==> config.mk <==
export PLATFORM = sky130hd
export DESIGN_NAME = etx_top
export DESIGN_NICKNAME = d
export VERILOG_FILES = /design/src/etx_pkg.sv /design/src/etx_arbiter.sv /design/src/etx_channel_fifo.sv /design/src/etx_protocol.sv /design/src/etx_top.sv
export SDC_FILE = /design/constraint.sdc
export NUM_CORES = 2
export LEC_CHECK = 0
export BUFFER_PORTS_ARGS = -buffer_cell sky130_fd_sc_hd__buf_4
export CAP_MARGIN = 0
export CORE_ASPECT_RATIO = 1.1
export CORE_MARGIN = 3
export CORE_UTILIZATION = 35
export CTS_CLUSTER_SIZE = 25
export DETAILED_ROUTE_END_ITERATION = 16
export HOLD_SLACK_MARGIN = 0.08
export PLACE_DENSITY = 0.57
export SYNTH_ARGS = -nofsm -noshare
export SYNTH_HDL_FRONTEND = slang
export SYNTH_SLANG_ARGS = --single-unit
==> constraint.sdc <==
create_clock -name tx_lclk_par -period 12 [get_ports tx_lclk_par]
set_clock_uncertainty 0.15 [all_clocks]
set_input_delay 1.2 -clock tx_lclk_par [delete_from_list [all_inputs] [get_ports tx_lclk_par]]
set_output_delay 1.2 -clock tx_lclk_par [all_outputs]
set_load 0.005 [all_outputs]
==> src/etx_pkg.sv <==
package etx_pkg;

   // Queue sizing
   localparam int FIFO_DEPTH     = 8;            // Entries per channel queue
   localparam int FIFO_AW        = 3;            // Read and write pointer width
   localparam int PROGFULL_LEVEL = 6;            // Fill count that raises progfull

   // Parallel link widths
   localparam int PAR_DW  = 64;                  // Two 32-bit halves per beat
   localparam int FRAME_W = 8;                   // One frame bit per byte lane

   // Packet constants
   localparam logic [FRAME_W-1:0] FRAME_ON = {FRAME_W{1'b1}}; // Frame while a beat is valid
   localparam logic HDR_ACCESS_BIT = 1'b1;       // Lowest bit of the header byte

   // One emesh transaction, 103 bits, write flag in the MSB
   typedef struct packed {
      logic        write;                        // Write or read response
      logic [1:0]  datamode;                     // Access size
      logic [3:0]  ctrlmode;                     // Control bits, passed through
      logic [31:0] dstaddr;                      // Target address
      logic [31:0] data;                         // Write data or read return
      logic [31:0] srcaddr;                      // Return address for reads
   } emesh_txn_t;

   // Channel identity used in arbitration
   typedef enum logic [1:0] {
      CH_WR,                                     // Write requests
      CH_RQ,                                     // Read requests
      CH_RR                                      // Read responses
   } chan_e;

   // Packet engine states, named by the beat on the bus
   typedef enum logic [1:0] {
      ST_IDLE,                                   // Bus quiet, frame low
      ST_HEADER,                                 // Header beat driven
      ST_PAYLOAD                                 // Payload beat driven
   } proto_state_e;

endpackage

==> src/etx_arbiter.sv <==
`timescale 1ns/100ps

module etx_arbiter (
   input  logic                tx_lclk_par,
   input  logic                rst,
   input  logic                wr_valid,         // Write queue not empty
   input  etx_pkg::emesh_txn_t wr_head,
   input  logic                rq_valid,         // Read request queue not empty
   input  etx_pkg::emesh_txn_t rq_head,
   input  logic                rr_valid,         // Read response queue not empty
   input  etx_pkg::emesh_txn_t rr_head,
   input  logic                proto_ready,      // Engine can take a strobe next cycle
   input  logic                etx_rd_wait,      // Synced read pushback
   input  logic                etx_wr_wait,      // Synced write pushback
   output logic                wr_pop,
   output logic                rq_pop,
   output logic                rr_pop,
   output logic                etx_access,       // Single-cycle strobe to engine
   output etx_pkg::emesh_txn_t etx_txn
);
   import etx_pkg::*;

   logic       rr_ok;                            // Eligible after wait masking
   logic       rq_ok;
   logic       wr_ok;
   logic       slot_free;                        // Ready and nothing already in flight
   logic       grant;
   chan_e      sel;                              // Winning channel this cycle
   emesh_txn_t sel_txn;

   // Read responses and writes both ride the write path
   assign rr_ok = rr_valid && !etx_wr_wait;
   assign rq_ok = rq_valid && !etx_rd_wait;
   assign wr_ok = wr_valid && !etx_wr_wait;

   // A strobe already registered will be taken this cycle, so hold off
   assign slot_free = proto_ready && !etx_access;

   // Fixed priority, responses first
   always_comb
   begin
      grant = 1'b0;
      sel   = CH_WR;
      if (slot_free)
      begin
         if (rr_ok)
         begin
            grant = 1'b1;
            sel   = CH_RR;
         end
         else if (rq_ok)
         begin
            grant = 1'b1;
            sel   = CH_RQ;
         end
         else if (wr_ok)
         begin
            grant = 1'b1;
            sel   = CH_WR;
         end
      end
   end

   always_comb
   begin
      case (sel)
         CH_RR:   sel_txn = rr_head;
         CH_RQ:   sel_txn = rq_head;
         default: sel_txn = wr_head;
      endcase
   end

   // One pop at most, same cycle as the grant
   assign rr_pop = grant && (sel == CH_RR);
   assign rq_pop = grant && (sel == CH_RQ);
   assign wr_pop = grant && (sel == CH_WR);

   always_ff @(posedge tx_lclk_par)
   begin
      if (rst)
      begin
         etx_access <= 1'b0;
      end
      else
      begin
         etx_access <= grant;                    // Strobe one cycle after the pop
      end
   end

   always_ff @(posedge tx_lclk_par)
   begin
      if (grant)
      begin
         etx_txn <= sel_txn;                     // Captured head of the popped queue
      end
   end

endmodule

==> src/etx_channel_fifo.sv <==
`timescale 1ns/100ps

module etx_channel_fifo (
   input  logic                tx_lclk_par,
   input  logic                rst,
   input  logic                wr_strobe,        // One entry per high cycle
   input  etx_pkg::emesh_txn_t wr_txn,
   input  logic                pop,              // Drops the head at this edge
   output logic                head_valid,
   output etx_pkg::emesh_txn_t head_txn,
   output logic                progfull          // Advisory level for the writer
);
   import etx_pkg::*;

   emesh_txn_t         mem [FIFO_DEPTH];         // Circular entry storage
   logic [FIFO_AW-1:0] wr_ptr;                   // Next slot to fill
   logic [FIFO_AW-1:0] rd_ptr;                   // Current head slot
   logic [FIFO_AW:0]   count;                    // 0 to FIFO_DEPTH entries
   logic               full;
   logic               do_wr;                    // Write that actually lands
   logic               do_rd;                    // Pop that actually removes

   assign full       = (count == (FIFO_AW+1)'(FIFO_DEPTH));
   assign head_valid = (count != '0);            // Entry visible the cycle after its write
   assign do_wr      = wr_strobe && !full;       // Overflowing write is dropped
   assign do_rd      = pop && head_valid;        // Pop on empty is ignored
   assign head_txn   = mem[rd_ptr];              // Show-ahead head

   // Entry storage
   always_ff @(posedge tx_lclk_par)
   begin
      if (do_wr)
      begin
         mem[wr_ptr] <= wr_txn;
      end
   end

   always_ff @(posedge tx_lclk_par)
   begin
      if (rst)
      begin
         wr_ptr   <= '0;
         rd_ptr   <= '0;
         count    <= '0;
         progfull <= 1'b0;
      end
      else
      begin
         if (do_wr)
         begin
            wr_ptr <= wr_ptr + 1'b1;             // Wraps at the power-of-two depth
         end
         if (do_rd)
         begin
            rd_ptr <= rd_ptr + 1'b1;
         end
         case ({do_wr, do_rd})
            2'b10:   count <= count + 1'b1;      // Fill only
            2'b01:   count <= count - 1'b1;      // Drain only
            default: count <= count;             // Both or neither
         endcase
         // Follows the registered count one cycle later
         progfull <= (count >= (FIFO_AW+1)'(PROGFULL_LEVEL));
      end
   end

endmodule

==> src/etx_protocol.sv <==
`timescale 1ns/100ps

module etx_protocol (
   input  logic                          tx_lclk_par,
   input  logic                          rst,
   input  logic                          etx_access,   // Strobe from arbiter
   input  etx_pkg::emesh_txn_t           etx_txn,
   input  logic                          tx_rd_wait,   // Raw pushback from the link
   input  logic                          tx_wr_wait,
   output logic                          proto_ready,
   output logic                          etx_rd_wait,
   output logic                          etx_wr_wait,
   output logic [etx_pkg::FRAME_W-1:0]   tx_frame_par,
   output logic [etx_pkg::PAR_DW-1:0]    tx_data_par
);
   import etx_pkg::*;

   proto_state_e      state;                     // Beat currently on the bus
   emesh_txn_t        txn_q;                     // Held for the payload beat
   logic [1:0]        wait_meta;                 // First sync stage {wr, rd}
   logic [1:0]        wait_sync;                 // Second sync stage
   logic              accept;
   logic [7:0]        hdr_byte;
   logic [PAR_DW-1:0] hdr_beat;
   logic [PAR_DW-1:0] pay_beat;

   // Two-flop pushback synchronizer
   always_ff @(posedge tx_lclk_par)
   begin
      if (rst)
      begin
         wait_meta <= '0;
         wait_sync <= '0;
      end
      else
      begin
         wait_meta <= {tx_wr_wait, tx_rd_wait};
         wait_sync <= wait_meta;
      end
   end

   assign etx_wr_wait = wait_sync[1];
   assign etx_rd_wait = wait_sync[0];

   // Free when idle or on the last beat
   assign proto_ready = (state == ST_IDLE) || (state == ST_PAYLOAD);
   assign accept      = etx_access && proto_ready;

   // Header byte sits at the top of the upper half
   assign hdr_byte = {etx_txn.ctrlmode, etx_txn.datamode, etx_txn.write, HDR_ACCESS_BIT};
   assign hdr_beat = {hdr_byte, 24'h000000, etx_txn.dstaddr};
   assign pay_beat = {txn_q.data, txn_q.srcaddr};

   always_ff @(posedge tx_lclk_par)
   begin
      if (accept)
      begin
         txn_q <= etx_txn;
      end
   end

   always_ff @(posedge tx_lclk_par)
   begin
      if (rst)
      begin
         state        <= ST_IDLE;
         tx_frame_par <= '0;
         tx_data_par  <= '0;
      end
      else
      begin
         case (state)
            ST_HEADER:
            begin
               state        <= ST_PAYLOAD;       // Second beat always follows
               tx_frame_par <= FRAME_ON;
               tx_data_par  <= pay_beat;
            end
            default:                             // Idle or payload, may start a packet
            begin
               if (accept)
               begin
                  state        <= ST_HEADER;
                  tx_frame_par <= FRAME_ON;
                  tx_data_par  <= hdr_beat;
               end
               else
               begin
                  state        <= ST_IDLE;
                  tx_frame_par <= '0;            // Frame drops between packets
                  tx_data_par  <= '0;
               end
            end
         endcase
      end
   end

endmodule

==> src/etx_top.sv <==
`timescale 1ns/100ps

module etx_top (
   input  logic                        tx_lclk_par,
   input  logic                        rst,
   input  logic                        emwr_access,     // Write request strobe
   input  etx_pkg::emesh_txn_t         emwr_txn,
   input  logic                        emrq_access,     // Read request strobe
   input  etx_pkg::emesh_txn_t         emrq_txn,
   input  logic                        emrr_access,     // Read response strobe
   input  etx_pkg::emesh_txn_t         emrr_txn,
   input  logic                        tx_rd_wait,
   input  logic                        tx_wr_wait,
   output logic                        emwr_progfull,
   output logic                        emrq_progfull,
   output logic                        emrr_progfull,
   output logic [etx_pkg::FRAME_W-1:0] tx_frame_par,
   output logic [etx_pkg::PAR_DW-1:0]  tx_data_par
);
   import etx_pkg::*;

   logic       wr_valid;                         // Queue heads toward the arbiter
   logic       rq_valid;
   logic       rr_valid;
   emesh_txn_t wr_head;
   emesh_txn_t rq_head;
   emesh_txn_t rr_head;
   logic       wr_pop;                           // Arbiter pops back to queues
   logic       rq_pop;
   logic       rr_pop;
   logic       etx_access;                       // Arbiter to engine
   emesh_txn_t etx_txn;
   logic       proto_ready;                      // Engine back to arbiter
   logic       etx_rd_wait;
   logic       etx_wr_wait;

   etx_channel_fifo wr_fifo (.tx_lclk_par(tx_lclk_par), .rst(rst),
      .wr_strobe(emwr_access), .wr_txn(emwr_txn), .pop(wr_pop),
      .head_valid(wr_valid), .head_txn(wr_head), .progfull(emwr_progfull));

   etx_channel_fifo rq_fifo (.tx_lclk_par(tx_lclk_par), .rst(rst),
      .wr_strobe(emrq_access), .wr_txn(emrq_txn), .pop(rq_pop),
      .head_valid(rq_valid), .head_txn(rq_head), .progfull(emrq_progfull));

   etx_channel_fifo rr_fifo (.tx_lclk_par(tx_lclk_par), .rst(rst),
      .wr_strobe(emrr_access), .wr_txn(emrr_txn), .pop(rr_pop),
      .head_valid(rr_valid), .head_txn(rr_head), .progfull(emrr_progfull));

   etx_arbiter arbiter (.tx_lclk_par(tx_lclk_par), .rst(rst),
      .wr_valid(wr_valid), .wr_head(wr_head), .rq_valid(rq_valid), .rq_head(rq_head),
      .rr_valid(rr_valid), .rr_head(rr_head), .proto_ready(proto_ready),
      .etx_rd_wait(etx_rd_wait), .etx_wr_wait(etx_wr_wait),
      .wr_pop(wr_pop), .rq_pop(rq_pop), .rr_pop(rr_pop),
      .etx_access(etx_access), .etx_txn(etx_txn));

   etx_protocol protocol (.tx_lclk_par(tx_lclk_par), .rst(rst),
      .etx_access(etx_access), .etx_txn(etx_txn),
      .tx_rd_wait(tx_rd_wait), .tx_wr_wait(tx_wr_wait),
      .proto_ready(proto_ready), .etx_rd_wait(etx_rd_wait), .etx_wr_wait(etx_wr_wait),
      .tx_frame_par(tx_frame_par), .tx_data_par(tx_data_par));

endmodule

==> results.py <==
metrics = {
    "clock_tree": {
        "clk_latency_ns": 0.88,
        "ctsResizeCount": 0,
        "numCtsBuffers": 296,
        "clk_path_buf_depth": 4,
        "tritoncts": "done",
        "hold_buffers": 0,
        "post_cts_buffers": 0,
        "h-tree-depth": 5,
        "cts.sinks": 2753,
        "clock-root-buffer": "clkbuf_16",
        "clkTransAtPathRegs_ns": 0.06,
    },
    "synthesis": {
        "synth-edff-count": 2639,
        "netlist_instances": 4749,
        "avgSynthCellArea_um2": 21.5,
        "yosysSeqAreaShare_pct": 80.0,
        "ys_top_cells_by_area": "edfxtp_1 (78%), mux4_2 (9.1%), mux2i_1 (4.1%), dfxtp_1 (2.2%), o22ai_1 (1.3%)",
        "async_flop_share_pct": 0,
        "synth_seq_cells": 2753,
        "synth_top_cell_by_area": "edfxtp_1",
        "syn_area_um2": 102000,
        "synth_ff_type": "edfxtp_1",
        "synth_top_area_share_pct": 77.8,
        "synth_cell_types": 52,
        "synth_most_common_cell": "edfxtp_1",
        "synth_common_cells": "edfxtp_1 (2639), mux2i_1 (420), mux4_2 (412)",
        "synth_fp_nets": 5083,
        "ys_warn_count": 0,
    },
    "die": {
        "die_w_um": 520,
        "die_area_um2": 298000,
        "coreArea_um2": 289000,
        "core.rowCount": 207,
        "die_h_um": 572,
        "start_util_pct": 35.2,
        "io_pins": 391,
    },
    "critical_path": {
        "worst-path-max-fanout": 44,
        "cp.required_ns": 12.55,
        "r2r_end": "arbiter.etx_txn[70]$_DFFE_PN_",
        "path_class": "register to register",
        "cp-start-kind": "register",
        "r2r_cells": 9,
        "rrSetupSlack_ns": 6.98,
        "crit_path_end_kind": "register",
        "arrival_ns": 5.57,
        "r2r_start": "rq_fifo.count[1]$_SDFFE_PP0P_",
    },
    "hold_path": {
        "hold_path_class": "register to register",
        "min_from": "arbiter.etx_txn[18]$_DFFE_PN_",
        "hold_depth": 0,
        "worstHoldEndpoint": "protocol.pay_beat[18]$_DFFE_PP_",
    },
    "placed_design": {
        "portBuffers": 390,
        "hpwlAfterDp_mm": 162,
        "finalWeightedCongestion": 0.737,
    },
    "sta": {
        "tightest_slew_ns": 1.18,
        "tns_ns": 0,
        "hold_viol_final": 0,
        "fin_crit_ns": 5.02,
        "slew_violations": 0,
        "max_freq_mhz": 199,
        "slew_headroom_pct": 21.4,
        "min_period_over_period_pct": 41.8,
        "final-setup-viol-count": 0,
        "rsz0062_at_grt": "false",
    },
    "job": {
        "max-cap-violations": 0,
    },
    "detailed_routing": {
        "drt-total-wl_mm": 297,
        "final_antenna_net_count": 0,
        "wire_per_inst_um": 31.6,
        "vias_per_cell": 5.43,
        "drt_iter0_markers": 5475,
        "drcViolationCount": 0,
        "first_pass_iters": 5,
        "vias": 50900,
    },
    "layout": {
        "area_delta_synth_final_pct": 16.8,
        "final_net_count": 5604,
        "drive_above_1_share_pct": 24.8,
        "utilization_pct": 41.1,
    },
    "global_route": {
        "grt_pass1_vias": 51200,
        "grt_use_total_pct": 19.6,
        "overflow": 0,
        "grt_max_degree": 129,
        "grt_pass1_wl_mm": 411,
        "antenna_found_initial": 114,
    },
    "power_and_ir_drop": {
        "power_density_nw_per_um2": 204,
        "ir_drop_mv": 0.231,
        "p_leak_nw": 36.6,
        "power_w": 0.0242,
    },
    "run_status": {
        "status": "finished clean",
    },
}
## cell families (layout without fill, tap and decap cells)
kind of cell	count (synthesis)	after routing	synth area share [%]
flops	2753	2753	80.0
fa+ha+maj	18	18	0.221
other cells	0	30	0
simple gates	363	363	1.74
mux	841	841	13.3
buf+inv	270	1007	1.21
xor+xnor	13	13	0.112
compound gates	491	491	3.35
## power breakdown
group	total (W)	internal, W	switching, W
clock	0.00884	0.00516	0.00368
combinational	0.00352	0.00122	0.00230
sequential	0.0119	0.0115	0.000397
## metal layers
layer / GRT usage, % / vias to the layer above / share of wire, %
li1: - / 20900 / -
met1: 26.8 / 27500 / 42
met2: 32.0 / 2040 / 48
met3: 4.72 / 471 / 7.9
met4: 4.37 / 58 / 2.0
met5: 0 / - / 0.12
## cell type report
cell class                      instances  area (um^2)
Fill cell                           25300       170000
Tap cell                             3866         4840
Multi-Input combinational cell       1726        19300
Antenna cell                           30         75.1
Clock inverter                        119         1120
Sequential cell                      2753        81500
Inverter                                9         33.8
Clock buffer                          395         8180
Timing Repair Buffer                  484         3870
## sequential cells by signal, indices dropped and copies added (netlist names), 4 cells and up, named ones only
name and count:
rq_fifo.mem 824, rr_fifo.mem 824, wr_fifo.mem 824, arbiter.etx_txn 103, protocol.pay_beat 64, protocol.tx_data_par 64
rq_fifo.count 4, rr_fifo.count 4, wr_fifo.count 4
## cell usage in the layout (no fill, tap or decap), types with 8 or more instances in the layout
master     instances
a211oi_1         103
a21oi_1           15
a22o_1            40
a22oi_1          105
and2_1            24
buf_12            19
buf_4            465
bufinv_16         17
clkbuf_1          67
clkbuf_16        303
clkbuf_8          25
clkinv_1          42
clkinv_2          36
dfxtp_1          109
diode_2           30
edfxtp_1        2639
ha_1              18
inv_1              9
inv_6              8
mux2_2             9
mux2i_1          420
mux4_2           412
nand2_1          115
nand2b_1          13
nand3_1          103
nor2_1            30
nor2_4            17
nor2b_1            8
nor3_2             8
o21ai_0            8
o22ai_1          207
xor2_1            12
## per-stage QoR
stage / area, um^2 / std cells / worst slack [ns] / hold slack (ns)
final: 119000 / 9382 / 6.98 / 0.251
after global routing: 119000 / 9356 / 6.80 / 0.265
after CTS: 119000 / 9352 / 7.02 / 0.254
after detailed placement: 110000 / 8838 / 7.01 / 0.255
after global placement: 110000 / 8838 / 7.16 / 0.250
after floorplan: 102000 / 4749 / 0.00291 / 0.250
## worst max-delay path by stage
| stage | from | endpoint | slack [ns] | cells after the start |
|---|---|---|---|---|
| global route | rr_fifo.count[1]$_SDFFE_PP0P_ | arbiter.etx_txn[70]$_DFFE_PN_ | 6.80 | 9 |
| CTS | rq_fifo.count[1]$_SDFFE_PP0P_ | arbiter.etx_txn[70]$_DFFE_PN_ | 7.02 | 9 |
| finish | rq_fifo.count[1]$_SDFFE_PP0P_ | arbiter.etx_txn[70]$_DFFE_PN_ | 6.98 | 9 |
| detailed placement | rq_fifo.count[1]$_SDFFE_PP0P_ | arbiter.etx_txn[70]$_DFFE_PN_ | 7.01 | 9 |
| global placement | rq_fifo.count[1]$_SDFFE_PP0P_ | arbiter.etx_txn[23]$_DFFE_PN_ | 7.16 | 9 |
| floorplan | emwr_access | wr_fifo.mem[0][0]$_DFFE_PP_ | 0.003 | 2 |
## critical path, stage by stage, from the launching register on
cell and delay, ns:
dfxtp_1 0.47, or4_4 0.21, or2b_1 0.27, or4_1 0.55, ha_1 0.45, and3_4 0.60, buf_4 0.97, buf_4 0.73
a22oi_1 0.22, nand3_1 0.14
(Power assumes the default switching activity.)
